--- src/include/usonic_defines.svh ---
/* sizes of the drive controller. USN_WIDTH sets both the duty resolution
   and the PWM period of 2**USN_WIDTH clocks. */
`ifndef USONIC_DEFINES_SVH
`define USONIC_DEFINES_SVH

// number of transducer outputs.
`define USN_NUM_XDCR 8

// duty and phase width.
`define USN_WIDTH 8

// modulation table entries, a power of two.
`define USN_MOD_DEPTH 16

// AXI4-Lite byte address width.
`define USN_ADDR_W 12

`endif

--- src/verilog/usonic_pkg.sv ---
/* shared types of the drive controller. drive_t keeps phase in the upper
   half so a focus register word maps onto it directly. */
`include "usonic_defines.svh"

package usonic_pkg;

  typedef struct packed {
    logic [`USN_WIDTH-1:0] phase;
    logic [`USN_WIDTH-1:0] duty;
  } drive_t;

  typedef drive_t drive_vec_t [`USN_NUM_XDCR];

  typedef logic [`USN_WIDTH-1:0] duty_vec_t [`USN_NUM_XDCR];

  // address decode regions.
  typedef enum logic [2:0] {
    REG_CTRL, REG_STEP, REG_MOD_DIV, REG_FOCUS, REG_MOD, REG_NONE
  } reg_region_e;

  typedef enum logic [1:0] {IDLE, WRITE_RESP, READ_RESP} axi_state_e;

  typedef enum logic [1:0] {OKAY = 2'b00, SLVERR = 2'b10} resp_e;

endpackage

--- src/verilog/table_wr_if.sv ---
/* one-cycle table write strobe; index is the word offset inside a region. */
`timescale 1ns/100ps

interface table_wr_if;

  logic                    wr_en;
  usonic_pkg::reg_region_e region;
  // word offset, byte address bits 7:2.
  logic [5:0]              index;
  logic [31:0]             data;

  modport ctrl (output wr_en, region, index, data);

  // focus table only acts on REG_FOCUS.
  modport focus (input wr_en, region, index, data);

  // modulator only acts on REG_MOD.
  modport mod (input wr_en, region, index, data);

endinterface

--- src/verilog/amp_modulator.sv ---
/* duty scaling by a stepped amplitude table; output is registered and
   phase passes unchanged. index restarts at 0 while modulation is off. */
`timescale 1ns/100ps
`include "usonic_defines.svh"

module amp_modulator (
  input  logic                   clk_l,
  input  logic                   arst_n,
  input  logic                   period_start,
  input  logic                   mod_en,
  input  logic [`USN_WIDTH-1:0]  mod_div,
  table_wr_if.mod                tbl,
  input  usonic_pkg::drive_vec_t drive_in,
  output usonic_pkg::drive_vec_t drive_out
);

  localparam int W = `USN_WIDTH;
  localparam int MW = $clog2(`USN_MOD_DEPTH);

  logic [W-1:0]   mod_mem [`USN_MOD_DEPTH];
  logic [MW-1:0]  mod_idx;
  logic [W-1:0]   div_cnt;
  logic [2*W-1:0] prod [`USN_NUM_XDCR];

  always_ff @(posedge clk_l or negedge arst_n) begin
    if (!arst_n) begin
      for (int k = 0; k < `USN_MOD_DEPTH; k++) mod_mem[k] <= '0;
    end else if (tbl.wr_en && tbl.region == usonic_pkg::REG_MOD) begin
      mod_mem[tbl.index[MW-1:0]] <= tbl.data[W-1:0];
    end
  end

  // index advances once every mod_div+1 periods.
  always_ff @(posedge clk_l or negedge arst_n) begin
    if (!arst_n) begin
      mod_idx <= '0;
      div_cnt <= '0;
    end else if (!mod_en) begin
      mod_idx <= '0;
      div_cnt <= '0;
    end else if (period_start) begin
      if (div_cnt == mod_div) begin
        div_cnt <= '0;
        mod_idx <= mod_idx + 1'b1;
      end else begin
        div_cnt <= div_cnt + 1'b1;
      end
    end
  end

  always_comb begin
    for (int i = 0; i < `USN_NUM_XDCR; i++) begin
      prod[i] = drive_in[i].duty * mod_mem[mod_idx];
    end
  end

  always_ff @(posedge clk_l or negedge arst_n) begin
    if (!arst_n) begin
      for (int i = 0; i < `USN_NUM_XDCR; i++) drive_out[i] <= '0;
    end else begin
      for (int i = 0; i < `USN_NUM_XDCR; i++) begin
        drive_out[i].phase <= drive_in[i].phase;
        drive_out[i].duty  <= mod_en ? prod[i][2*W-1:W] : drive_in[i].duty;
      end
    end
  end

endmodule

--- src/verilog/duty_silencer.sv ---
/* duty slew limiter, one move per PWM period. step 0 disables limiting;
   phase is not limited. */
`timescale 1ns/100ps
`include "usonic_defines.svh"

module duty_silencer (
  input  logic                   clk_l,
  input  logic                   arst_n,
  input  logic                   period_start,
  input  logic [`USN_WIDTH-1:0]  step,
  input  usonic_pkg::drive_vec_t drive_in,
  output usonic_pkg::drive_vec_t drive_out
);

  usonic_pkg::duty_vec_t cur;
  usonic_pkg::duty_vec_t gap;

  always_comb begin
    for (int i = 0; i < `USN_NUM_XDCR; i++) begin
      gap[i] = (drive_in[i].duty > cur[i]) ? drive_in[i].duty - cur[i]
                                           : cur[i] - drive_in[i].duty;
    end
  end

  always_ff @(posedge clk_l or negedge arst_n) begin
    if (!arst_n) begin
      for (int i = 0; i < `USN_NUM_XDCR; i++) cur[i] <= '0;
    end else if (period_start) begin
      for (int i = 0; i < `USN_NUM_XDCR; i++) begin
        if (step == '0 || gap[i] <= step) begin
          cur[i] <= drive_in[i].duty;
        end else if (drive_in[i].duty > cur[i]) begin
          cur[i] <= cur[i] + step;
        end else begin
          cur[i] <= cur[i] - step;
        end
      end
    end
  end

  always_comb begin
    for (int i = 0; i < `USN_NUM_XDCR; i++) begin
      drive_out[i].duty  = cur[i];
      drive_out[i].phase = drive_in[i].phase;
    end
  end

  for (genvar g = 0; g < `USN_NUM_XDCR; g++) begin : g_slew_chk
    a_slew: assert property (@(posedge clk_l) disable iff (!arst_n)
      step != '0 |=> ((cur[g] >= $past(cur[g])) ? cur[g] - $past(cur[g])
                                                : $past(cur[g]) - cur[g]) <= $past(step));
  end

endmodule

--- src/verilog/focus_table.sv ---
/* per-transducer focus storage, cleared by reset. */
`timescale 1ns/100ps
`include "usonic_defines.svh"

module focus_table (
  input  logic                   clk_l,
  input  logic                   arst_n,
  table_wr_if.focus              tbl,
  output usonic_pkg::drive_vec_t drive
);

  localparam int W = `USN_WIDTH;
  localparam int IW = $clog2(`USN_NUM_XDCR);

  logic hit;

  // decode keeps the index in range for this region.
  assign hit = tbl.wr_en && (tbl.region == usonic_pkg::REG_FOCUS);

  always_ff @(posedge clk_l or negedge arst_n) begin
    if (!arst_n) begin
      for (int i = 0; i < `USN_NUM_XDCR; i++) begin
        drive[i] <= '0;
      end
    end else if (hit) begin
      // phase in 15:8, duty in 7:0.
      drive[tbl.index[IW-1:0]].phase <= tbl.data[2*W-1:W];
      drive[tbl.index[IW-1:0]].duty  <= tbl.data[W-1:0];
    end
  end

endmodule

--- src/verilog/pwm_gen.sv ---
/* period of 2**USN_WIDTH clocks; drive is latched at count 0 and pins
   are registered, one clock behind the counter. */
`timescale 1ns/100ps
`include "usonic_defines.svh"

module pwm_gen (
  input  logic                     clk_l,
  input  logic                     arst_n,
  input  logic                     out_en,
  input  usonic_pkg::drive_vec_t   drive_in,
  output logic                     period_start,
  output logic [`USN_NUM_XDCR-1:0] xdcr_out
);

  logic [`USN_WIDTH-1:0]  cnt;
  logic [`USN_WIDTH-1:0]  rel [`USN_NUM_XDCR];
  usonic_pkg::drive_vec_t held;

  assign period_start = (cnt == '0);

  always_ff @(posedge clk_l or negedge arst_n) begin
    if (!arst_n) begin
      cnt <= '0;
      for (int i = 0; i < `USN_NUM_XDCR; i++) held[i] <= '0;
    end else begin
      cnt <= cnt + 1'b1;
      if (period_start) held <= drive_in;
    end
  end

  // count relative to the phase, wraps modulo the period.
  always_comb begin
    for (int i = 0; i < `USN_NUM_XDCR; i++) rel[i] = cnt - held[i].phase;
  end

  always_ff @(posedge clk_l or negedge arst_n) begin
    if (!arst_n) begin
      xdcr_out <= '0;
    end else begin
      for (int i = 0; i < `USN_NUM_XDCR; i++) begin
        xdcr_out[i] <= out_en && (rel[i] < held[i].duty);
      end
    end
  end

endmodule

--- src/verilog/usonic_ctrl.sv ---
/* AXI4-Lite slave, one transaction at a time. full-word writes only, wstrb
   is expected all ones; table reads come from local shadow copies. */
`timescale 1ns/100ps
`include "usonic_defines.svh"

module usonic_ctrl (
  input  logic                   clk_l,
  input  logic                   arst_n,
  input  logic [`USN_ADDR_W-1:0] awaddr,
  input  logic                   awvalid,
  input  logic [31:0]            wdata,
  input  logic [3:0]             wstrb,
  input  logic                   wvalid,
  input  logic                   bready,
  input  logic [`USN_ADDR_W-1:0] araddr,
  input  logic                   arvalid,
  input  logic                   rready,
  output logic                   awready,
  output logic                   wready,
  output logic [1:0]             bresp,
  output logic                   bvalid,
  output logic                   arready,
  output logic [31:0]            rdata,
  output logic [1:0]             rresp,
  output logic                   rvalid,
  output logic                   out_en,
  output logic                   mod_en,
  output logic [`USN_WIDTH-1:0]  step,
  output logic [`USN_WIDTH-1:0]  mod_div,
  table_wr_if.ctrl               tbl
);

  localparam int W = `USN_WIDTH;
  localparam int FI_W = $clog2(`USN_NUM_XDCR);
  localparam int MI_W = $clog2(`USN_MOD_DEPTH);

  usonic_pkg::axi_state_e  state;
  usonic_pkg::reg_region_e wr_region;
  usonic_pkg::reg_region_e rd_region;
  logic                    wr_go;
  logic                    rd_go;
  logic [31:0]             rd_word;
  logic [2*W-1:0]          focus_shadow [`USN_NUM_XDCR];
  logic [W-1:0]            mod_shadow [`USN_MOD_DEPTH];

  function automatic usonic_pkg::reg_region_e decode(input logic [`USN_ADDR_W-1:0] addr);
    logic [5:0] idx;
    idx = addr[7:2];
    decode = usonic_pkg::REG_NONE;
    if (addr == 'h000) decode = usonic_pkg::REG_CTRL;
    else if (addr == 'h004) decode = usonic_pkg::REG_STEP;
    else if (addr == 'h008) decode = usonic_pkg::REG_MOD_DIV;
    else if (addr[11:8] == 4'h1 && addr[1:0] == 2'b00 && idx < `USN_NUM_XDCR)
      decode = usonic_pkg::REG_FOCUS;
    else if (addr[11:8] == 4'h2 && addr[1:0] == 2'b00 && idx < `USN_MOD_DEPTH)
      decode = usonic_pkg::REG_MOD;
  endfunction

  assign wr_region = decode(awaddr);
  assign rd_region = decode(araddr);

  // a complete write wins over a waiting read.
  assign wr_go = (state == usonic_pkg::IDLE) && awvalid && wvalid;
  assign rd_go = (state == usonic_pkg::IDLE) && arvalid && !(awvalid && wvalid);

  assign awready = wr_go;
  assign wready  = wr_go;
  assign arready = rd_go;
  assign bvalid  = (state == usonic_pkg::WRITE_RESP);
  assign rvalid  = (state == usonic_pkg::READ_RESP);

  assign tbl.wr_en  = wr_go;
  assign tbl.region = wr_region;
  assign tbl.index  = awaddr[7:2];
  assign tbl.data   = wdata;

  always_ff @(posedge clk_l or negedge arst_n) begin
    if (!arst_n) begin
      state <= usonic_pkg::IDLE;
    end else begin
      case (state)
        usonic_pkg::IDLE: begin
          if (wr_go) state <= usonic_pkg::WRITE_RESP;
          else if (rd_go) state <= usonic_pkg::READ_RESP;
        end
        usonic_pkg::WRITE_RESP: if (bready) state <= usonic_pkg::IDLE;
        usonic_pkg::READ_RESP:  if (rready) state <= usonic_pkg::IDLE;
        default: state <= usonic_pkg::IDLE;
      endcase
    end
  end

  always_ff @(posedge clk_l or negedge arst_n) begin
    if (!arst_n) begin
      out_en  <= 1'b0;
      mod_en  <= 1'b0;
      step    <= '0;
      mod_div <= '0;
      for (int i = 0; i < `USN_NUM_XDCR; i++) focus_shadow[i] <= '0;
      for (int k = 0; k < `USN_MOD_DEPTH; k++) mod_shadow[k] <= '0;
    end else if (wr_go) begin
      case (wr_region)
        usonic_pkg::REG_CTRL: begin
          out_en <= wdata[0];
          mod_en <= wdata[1];
        end
        usonic_pkg::REG_STEP:    step <= wdata[W-1:0];
        usonic_pkg::REG_MOD_DIV: mod_div <= wdata[W-1:0];
        usonic_pkg::REG_FOCUS:   focus_shadow[awaddr[FI_W+1:2]] <= wdata[2*W-1:0];
        usonic_pkg::REG_MOD:     mod_shadow[awaddr[MI_W+1:2]] <= wdata[W-1:0];
        default: ;
      endcase
    end
  end

  always_comb begin
    rd_word = '0;
    case (rd_region)
      usonic_pkg::REG_CTRL:    rd_word[1:0] = {mod_en, out_en};
      usonic_pkg::REG_STEP:    rd_word[W-1:0] = step;
      usonic_pkg::REG_MOD_DIV: rd_word[W-1:0] = mod_div;
      usonic_pkg::REG_FOCUS:   rd_word[2*W-1:0] = focus_shadow[araddr[FI_W+1:2]];
      usonic_pkg::REG_MOD:     rd_word[W-1:0] = mod_shadow[araddr[MI_W+1:2]];
      default:                 rd_word = '0;
    endcase
  end

  // response payload, held while the FSM waits for ready.
  always_ff @(posedge clk_l) begin
    if (wr_go) begin
      bresp <= (wr_region == usonic_pkg::REG_NONE) ? usonic_pkg::SLVERR : usonic_pkg::OKAY;
    end
    if (rd_go) begin
      rdata <= rd_word;
      rresp <= (rd_region == usonic_pkg::REG_NONE) ? usonic_pkg::SLVERR : usonic_pkg::OKAY;
    end
  end

  a_bvalid_hold: assert property (@(posedge clk_l) disable iff (!arst_n)
    bvalid && !bready |=> bvalid);
  a_rvalid_hold: assert property (@(posedge clk_l) disable iff (!arst_n)
    rvalid && !rready |=> rvalid);
  a_one_resp: assert property (@(posedge clk_l) disable iff (!arst_n)
    !(bvalid && rvalid));
  // host must not issue partial writes.
  a_full_word: assert property (@(posedge clk_l) disable iff (!arst_n)
    wready |-> wstrb == 4'hf);

endmodule

--- src/verilog/usonic_top.sv ---
/* drive controller top, single clock domain. AXI4-Lite slave with full-word
   writes only; pins stay low until out_en is set. */
`timescale 1ns/100ps
`include "usonic_defines.svh"

module usonic_top (
  input  logic                     clk_l,
  input  logic                     arst_n,
  input  logic [`USN_ADDR_W-1:0]   awaddr,
  input  logic                     awvalid,
  output logic                     awready,
  input  logic [31:0]              wdata,
  input  logic [3:0]               wstrb,
  input  logic                     wvalid,
  output logic                     wready,
  output logic [1:0]               bresp,
  output logic                     bvalid,
  input  logic                     bready,
  input  logic [`USN_ADDR_W-1:0]   araddr,
  input  logic                     arvalid,
  output logic                     arready,
  output logic [31:0]              rdata,
  output logic [1:0]               rresp,
  output logic                     rvalid,
  input  logic                     rready,
  output logic [`USN_NUM_XDCR-1:0] xdcr_out
);

  logic                   out_en;
  logic                   mod_en;
  logic [`USN_WIDTH-1:0]  step;
  logic [`USN_WIDTH-1:0]  mod_div;
  logic                   period_start;
  usonic_pkg::drive_vec_t drive_focus;
  usonic_pkg::drive_vec_t drive_mod;
  usonic_pkg::drive_vec_t drive_sil;

  table_wr_if tbl_if ();

  usonic_ctrl usonic_ctrl_inst (
    .clk_l, .arst_n, .awaddr, .awvalid, .wdata, .wstrb, .wvalid, .bready,
    .araddr, .arvalid, .rready, .awready, .wready, .bresp, .bvalid, .arready,
    .rdata, .rresp, .rvalid, .out_en, .mod_en, .step, .mod_div,
    .tbl(tbl_if.ctrl)
  );

  focus_table focus_table_inst (
    .clk_l, .arst_n, .tbl(tbl_if.focus), .drive(drive_focus)
  );

  amp_modulator amp_modulator_inst (
    .clk_l, .arst_n, .period_start, .mod_en, .mod_div, .tbl(tbl_if.mod),
    .drive_in(drive_focus), .drive_out(drive_mod)
  );

  duty_silencer duty_silencer_inst (
    .clk_l, .arst_n, .period_start, .step,
    .drive_in(drive_mod), .drive_out(drive_sil)
  );

  pwm_gen pwm_gen_inst (
    .clk_l, .arst_n, .out_en, .drive_in(drive_sil), .period_start, .xdcr_out
  );

endmodule
--- config.mk ---
export PLATFORM = sky130hd
export DESIGN_NAME = usonic_top
export DESIGN_NICKNAME = d
export VERILOG_FILES = /design/src/verilog/usonic_pkg.sv /design/src/verilog/table_wr_if.sv /design/src/verilog/amp_modulator.sv /design/src/verilog/duty_silencer.sv /design/src/verilog/focus_table.sv /design/src/verilog/pwm_gen.sv /design/src/verilog/usonic_ctrl.sv /design/src/verilog/usonic_top.sv
export VERILOG_INCLUDE_DIRS = /design/src /design/src/include
export SDC_FILE = /design/constraint.sdc
export NUM_CORES = 2
export LEC_CHECK = 0
export ABC_AREA = 1
export BUFFER_PORTS_ARGS = -buffer_cell sky130_fd_sc_hd__buf_2
export CORE_MARGIN = 8
export CORE_UTILIZATION = 50
export DETAILED_ROUTE_END_ITERATION = 16
export PLACE_DENSITY = 0.65
export SYNTH_ARGS = -nofsm -noshare
export SYNTH_HDL_FRONTEND = slang
export SYNTH_SLANG_ARGS = --single-unit
--- constraint.sdc ---
create_clock -name clk_l -period 13.5 [get_ports clk_l]
set_clock_uncertainty 0.1 [all_clocks]
set_input_delay 1.35 -clock clk_l [delete_from_list [all_inputs] [get_ports clk_l]]
set_output_delay 1.35 -clock clk_l [all_outputs]
set_load 0.02 [all_outputs]
Yosys cells after proc, flatten, opt, wreduce, memory -nomap -nowiden
Index checks and enable logic that the tools add are counted.
Widths: inputs -> output; s select.
{"block": "totals", "reg_bits": 900, "word_cells": 355, "output_inout_bits": 49, "input_bits": 67}
{"block": "op_classes", "eq_ne": 26, "mul": 8, "order_cmp": 35, "n_reduce_logical": 50, "n_addsub": 43, "bitwise": 5, "muxes": 79}
{"cell": "$bwmux 128", "count": 5}
{"cell": "$mux 8", "count": 41}
{"cell": "$sub 8x8->8", "count": 32}
{"cell": "$demux 16 s3", "count": 3}
{"cell": "$mul 8x8->16", "count": 8}
{"cell": "$add 8x8->8", "count": 8}
{"cell": "$bmux 8 s4", "count": 2}
{"cell": "$gt 8x8->1", "count": 8}
{"cell": "$le 8x8->1", "count": 8}
{"cell": "$lt 8x8->1", "count": 8}
{"cell": "$mux 16", "count": 4}
{"cell": "$bmux 16 s3", "count": 1}
{"cell": "$demux 8 s4", "count": 1}
{"cell": "$logic_and 1x1->1", "count": 25}
{"cell": "$eq 12x3->1 const B", "count": 2}
{"cell": "$eq 12x4->1 const B", "count": 2}
{"cell": "$logic_not 12->1", "count": 2}
{"cell": "$mux 3", "count": 8}
{"cell": "$pmux 6 s4", "count": 1}
{"cell": "$add 8x1->8 const B", "count": 2}
{"cell": "$logic_not 8->1", "count": 2}
{"cell": "$ge 5x5->1 const B", "count": 3}
{"cell": "$not 4->5", "count": 3}
{"cell": "$eq 3x2->1 const B", "count": 4}
{"cell": "other kinds (27)", "count": 63}

Longest topological paths before layout
{"block": "depth", "word_depth": 10, "depth_mapped": 30, "mapped_depth_nobuf": 27}

Hierarchy
Synthesis repeated with hierarchy kept, for this count alone.
{"block": "hier_totals", "hier_cells": 8964, "area_unflattened_um2": 69644.3}
{"mod": "amp_modulator", "cells_per_inst": 3253, "n_inst": 1, "area_each_um2": 26284.0}
{"mod": "usonic_ctrl", "cells_per_inst": 1703, "n_inst": 1, "area_each_um2": 14138.6}
{"mod": "duty_silencer", "cells_per_inst": 2056, "n_inst": 1, "area_each_um2": 13973.4}
{"mod": "pwm_gen", "cells_per_inst": 1366, "n_inst": 1, "area_each_um2": 10003.3}
{"mod": "focus_table", "cells_per_inst": 586, "n_inst": 1, "area_each_um2": 5245.0}

Worst setup path before layout
OpenSTA, ideal clock, no wires.
{"block": "synth_path", "path_kind": "register -> register", "startpoint": "register amp_modulator_inst.mod_idx[0]", "endpoint": "register amp_modulator_inst.drive_out[87] (netlist name)", "path_slack_ns": 8.120, "n_path_buf": 5, "setup_ns": 0.118, "arrival_ns": 5.162, "path_stages_with_launch": 27, "period_less_slack_ns": 5.380, "cell_sequence": "dfrtp_1 -> buf_2 -> inv_2 -> buf_4 -> buf_4 -> nand2_1 -> a221oi_1 -> o21ai_1 -> nand2_2 -> inv_2 -> buf_2 -> buf_6 -> nor2_1 -> fa_1 -> fa_1 -> fa_1 -> inv_1 -> fa_1 -> inv_1 -> ha_1 -> a21oi_1 -> o21a_1 -> nor2_1 -> a2111oi_0 -> nand3_1 -> nand3_1 -> nand2_1"}
{"block": "synth_between", "elab_chain_len": 6}
{"item": "from (decl)", "line_no": "amp_modulator.sv:21", "text": "logic [MW-1:0] mod_idx;"}
{"item": "from (signal assigned)", "line_no": "amp_modulator.sv:44", "text": "mod_idx <= mod_idx + 1'b1;"}
{"item": "$not 4->5 (not written as such)", "line_no": "amp_modulator.sv:53", "text": "prod[i] = drive_in[i].duty * mod_mem[mod_idx];"}
{"item": "$bmux 8 s4", "line_no": "amp_modulator.sv:53"}
{"item": "$mux 8 (not written as such) (2 in a row)", "line_no": "amp_modulator.sv:53"}
{"item": "$mul 8x8->16", "line_no": "amp_modulator.sv:53"}
{"item": "$mux 8", "line_no": "amp_modulator.sv:63", "text": "drive_out[i].duty <= mod_en ? prod[i][2*W-1:W] : drive_in[i].duty;"}
{"item": "to (decl)", "line_no": "amp_modulator.sv:14", "text": "output usonic_pkg::drive_vec_t drive_out"}
No other way between the ends. The select of a mux whose other input is x is not followed.
A chain may end at the register's enable or synchronous reset.

Worst setup path in the final report
{"block": "layout_path", "startpoint": "register amp_modulator_inst.mod_idx[0]", "endpoint": "register amp_modulator_inst.drive_out[2] (netlist name)"}
The elaborated chain is that of the path after synthesis.

==> flow_metrics.py <==
metrics = {
    "status": {
        "status": "finished clean",
    },
    "min_path": {
        "min_to": "amp_modulator_inst.drive_out[27]",
        "hold_start": "usonic_ctrl_inst.focus_shadow[27]",
        "hp-class": "register to register",
        "holdPathStages": 0,
    },
    "critical_path": {
        "r2r-start": "amp_modulator_inst.mod_idx[0]",
        "r2r_cells": 21,
        "crit_path_end_kind": "register",
        "cp_max_fo": 56,
        "crit_arrival_ns": 7.80,
        "cp_cell_sequence": "inv_2, a21oi_1, o21ai_1, o211ai_1, o2111ai_1, nand2_1, inv_2, buf_4, nor2_1, fa_1, fa_1, fa_1, inv_1, fa_1, inv_1, ha_1, a21oi_1, o21ai_0, inv_1, nand3_1, a31oi_1",
        "r2r-end": "amp_modulator_inst.drive_out[2]",
        "crit_type": "register to register",
        "crit_required_ns": 13.88,
        "regToRegSetupSlack_ns": 6.08,
        "critPathSlowestCell": "inv_2",
        "cpMostUsedCell": "fa_1",
        "slowest_delay_ns": 0.72,
        "start_kind": "register",
    },
    "synth": {
        "synth_top_flop_cell": "dfrtp_1",
        "synth-compound-area-share_pct": 15.0,
        "synthTopCellsByCount": "1479 x nand2_1, 1021 x inv_1, 881 x o21ai_0",
        "synthCells": 7247,
        "synthXorXnorAreaFrac_pct": 2.45,
        "ys_warn_count": 0,
        "syn_avg_cell_area_um2": 7.90,
        "yosys.area_share.adder_pct": 24.5,
        "yosysTopAreaCellShare_pct": 30.1,
        "synth_top_family_by_area": "adder cells",
        "synthSimpleGateAreaFrac_pct": 17.7,
        "synth.most_common_cell": "nand2_1",
        "synth_mux_area_share_pct": 0.245,
        "synth_top_area_cell": "dfrtp_1",
        "synth_edf_count": 18,
        "ys_seq_area_share_pct": 31.0,
        "synthArstFlopShare_pct": 97.5,
        "synth_area_leaders": "dfrtp_1 30%, ha_1 14%, fa_1 11%",
        "synth.cell_area_um2": 57300,
        "ys_seq_elements": 706,
        "ys_types": 53,
    },
    "clocking": {
        "clk_pin_slew_ns": 0.06,
        "cts_resized": 0,
        "h-tree-depth": 3,
        "cts_setup_buffers": 0,
        "clock_latency_ns": 0.68,
        "cts_tree": "done",
        "cts_root_buf": "clkbuf_16",
        "cts.sinks": 706,
        "cts_buffer_depth": 3,
        "cts-hold-fix-buffers": 0,
        "cts_inserted_buffers": 81,
    },
    "power_and_ir_drop": {
        "ir_drop_mv": 0.0894,
        "total_power_mw": 4.82,
        "power.leakage_nw": 30.8,
        "power_density_nw_per_um2": 78.1,
    },
    "routing": {
        "via_per_inst": 5.59,
        "drtIter0Drc": 4045,
        "route.met2.wl_um": 77200,
        "drtPass1Iterations": 8,
        "wl_met3_um": 11400,
        "wl_met1_um": 75300,
        "avgRoutedWirePerCell_um": 19.4,
        "wl_um": 170000,
        "final_antenna_net_count": 0,
        "drc": 0,
        "maxUsedRoutingLayer": "met4",
        "vias": 49000,
    },
    "place": {
        "gp_congestion": 0.918,
        "port_buffers": 77,
        "hpwl_um": 122000,
    },
    "floorplanning": {
        "dieArea_um2": 126000,
        "core_region_area_um2": 114000,
        "die-width_um": 354,
        "start_util_pct": 50.2,
        "row_count": 124,
        "die_h_um": 354,
        "pin_count": 116,
    },
    "global_routing": {
        "grt_max_degree": 157,
        "antenna_found_initial": 8,
        "grt_pass1_wl_um": 270000,
        "grt_usage_pct": 26.7,
        "grt_pass1_vias": 47800,
        "grt_overflow": 0,
    },
    "timing": {
        "drv_slew": 0,
        "post-route-min-period_ns": 7.42,
        "hold_viol_final": 0,
        "setup_tns_ns": 0,
        "rsz0062_at_grt": "no",
        "worst_slew_pin_slew_ns": 1.21,
        "slew_headroom_pct": 18.7,
        "fin_crit_sh_pct": 54.9,
        "setup_viol": 0,
        "hold-worst-slack_ns": 0.293,
        "fmax_mhz": 135,
    },
    "finish": {
        "nets": 8190,
        "synthToLayoutAreaGrowth_pct": 7.82,
        "layout-drive-gt1-share_pct": 4.51,
    },
    "run": {
        "drv_cap": 0,
    },
}
logic make-up after synthesis:
family,after synthesis
buf+inv,1340
flops,706
other cells,1
compound gates,1569
simple gates,2525
xor+xnor,160
mux,13
fa+ha+maj,933
routing by layer:
layer	track usage, %	vias up
met5	0	-
met4	8.86	0
met3	3.41	307
met2	43.1	1590
met1	37.4	23800
li1	-	23400
worst max-delay path: cells and delay by family, from the launching register on:
kind	cells	cell delay (ns)
flip-flops	1	0.41
buffers and inverters	6	1.70
AO/OA/AOI/OAI	7	1.69
adder cells (fa/ha/maj)	5	2.46
AND/OR/NAND/NOR	3	0.79
stage by stage:
step	util [%]	area [um2]	setup slack, ns	instances
after detailed placement	51.5	58800	6.22	8619
after CTS	54.1	61700	6.21	8768
final	54.1	61700	6.08	8769
after global placement	51.5	58800	6.25	8619
after floorplan	-	57300	8.12	7264
after global routing	54.1	61700	5.66	8769
worst max path at each step:
stage | slack (ns) | from | depth (start not counted) | to
after floorplan | 8.12 | amp_modulator_inst.mod_idx[0] | 26 | amp_modulator_inst.drive_out[87]
after global placement | 6.25 | amp_modulator_inst.mod_idx[2] | 22 | amp_modulator_inst.drive_out[119]
after detailed placement | 6.22 | amp_modulator_inst.mod_idx[2] | 22 | amp_modulator_inst.drive_out[119]
after CTS | 6.21 | amp_modulator_inst.mod_idx[2] | 22 | amp_modulator_inst.drive_out[119]
after global routing | 5.66 | amp_modulator_inst.mod_idx[2] | 25 | amp_modulator_inst.drive_out[119]
final | 6.08 | amp_modulator_inst.mod_idx[0] | 21 | amp_modulator_inst.drive_out[2]
layout by cell type, fill, tap and decap left out, types with 16 or more instances in the layout:
cell type	instances
nand4_1	34
clkbuf_1	16
o211ai_1	35
dfrtp_1	686
nand3_1	273
fa_1	312
buf_2	76
a211oi_1	25
nand2_1	1478
a21oi_1	410
o21ai_0	881
ha_1	621
inv_1	1021
xnor2_1	53
o22ai_1	24
o221ai_1	40
conb_1	18
a22oi_1	18
a31oi_1	30
nor3_1	39
nor2_1	652
buf_4	63
xor2_1	107
o21bai_1	24
edfxtp_1	18
clkbuf_16	82
flip-flops by register name (all words and copies together) (netlist names), 2 cells and up:
name	flops
usonic_ctrl_inst.step	8
duty_silencer_inst.drive_out	64
amp_modulator_inst.div_cnt	8
pwm_gen_inst.xdcr_out	8
usonic_ctrl_inst.rdata	16
pwm_gen_inst.cnt	8
usonic_ctrl_inst.mod_shadow	128
usonic_ctrl_inst.state	2
amp_modulator_inst.mod_idx	4
pwm_gen_inst.held	128
usonic_ctrl_inst.mod_div	8
focus_table_inst.drive	64
amp_modulator_inst.drive_out	128
usonic_ctrl_inst.focus_shadow	128
power by group:
part | internal (mW) | switching [mW]
combinational | 0.0571 | 0.191
sequential | 2.14 | 0.00639
clock | 1.46 | 0.970
total | 3.66 | 1.17
area by class of cell:
cell class / count / area, um2
Clock buffer: 109 / 2260
Antenna cell: 1 / 2.50
Multi-Input combinational cell: 5218 / 34300
Fill cell: 10700 / 52300
Sequential cell: 706 / 17800
Clock inverter: 40 / 687
Timing Repair Buffer: 141 / 888
Tap cell: 1512 / 1890
Inverter: 1042 / 3920
No activity file was read; power rests on OpenSTA's default activity.
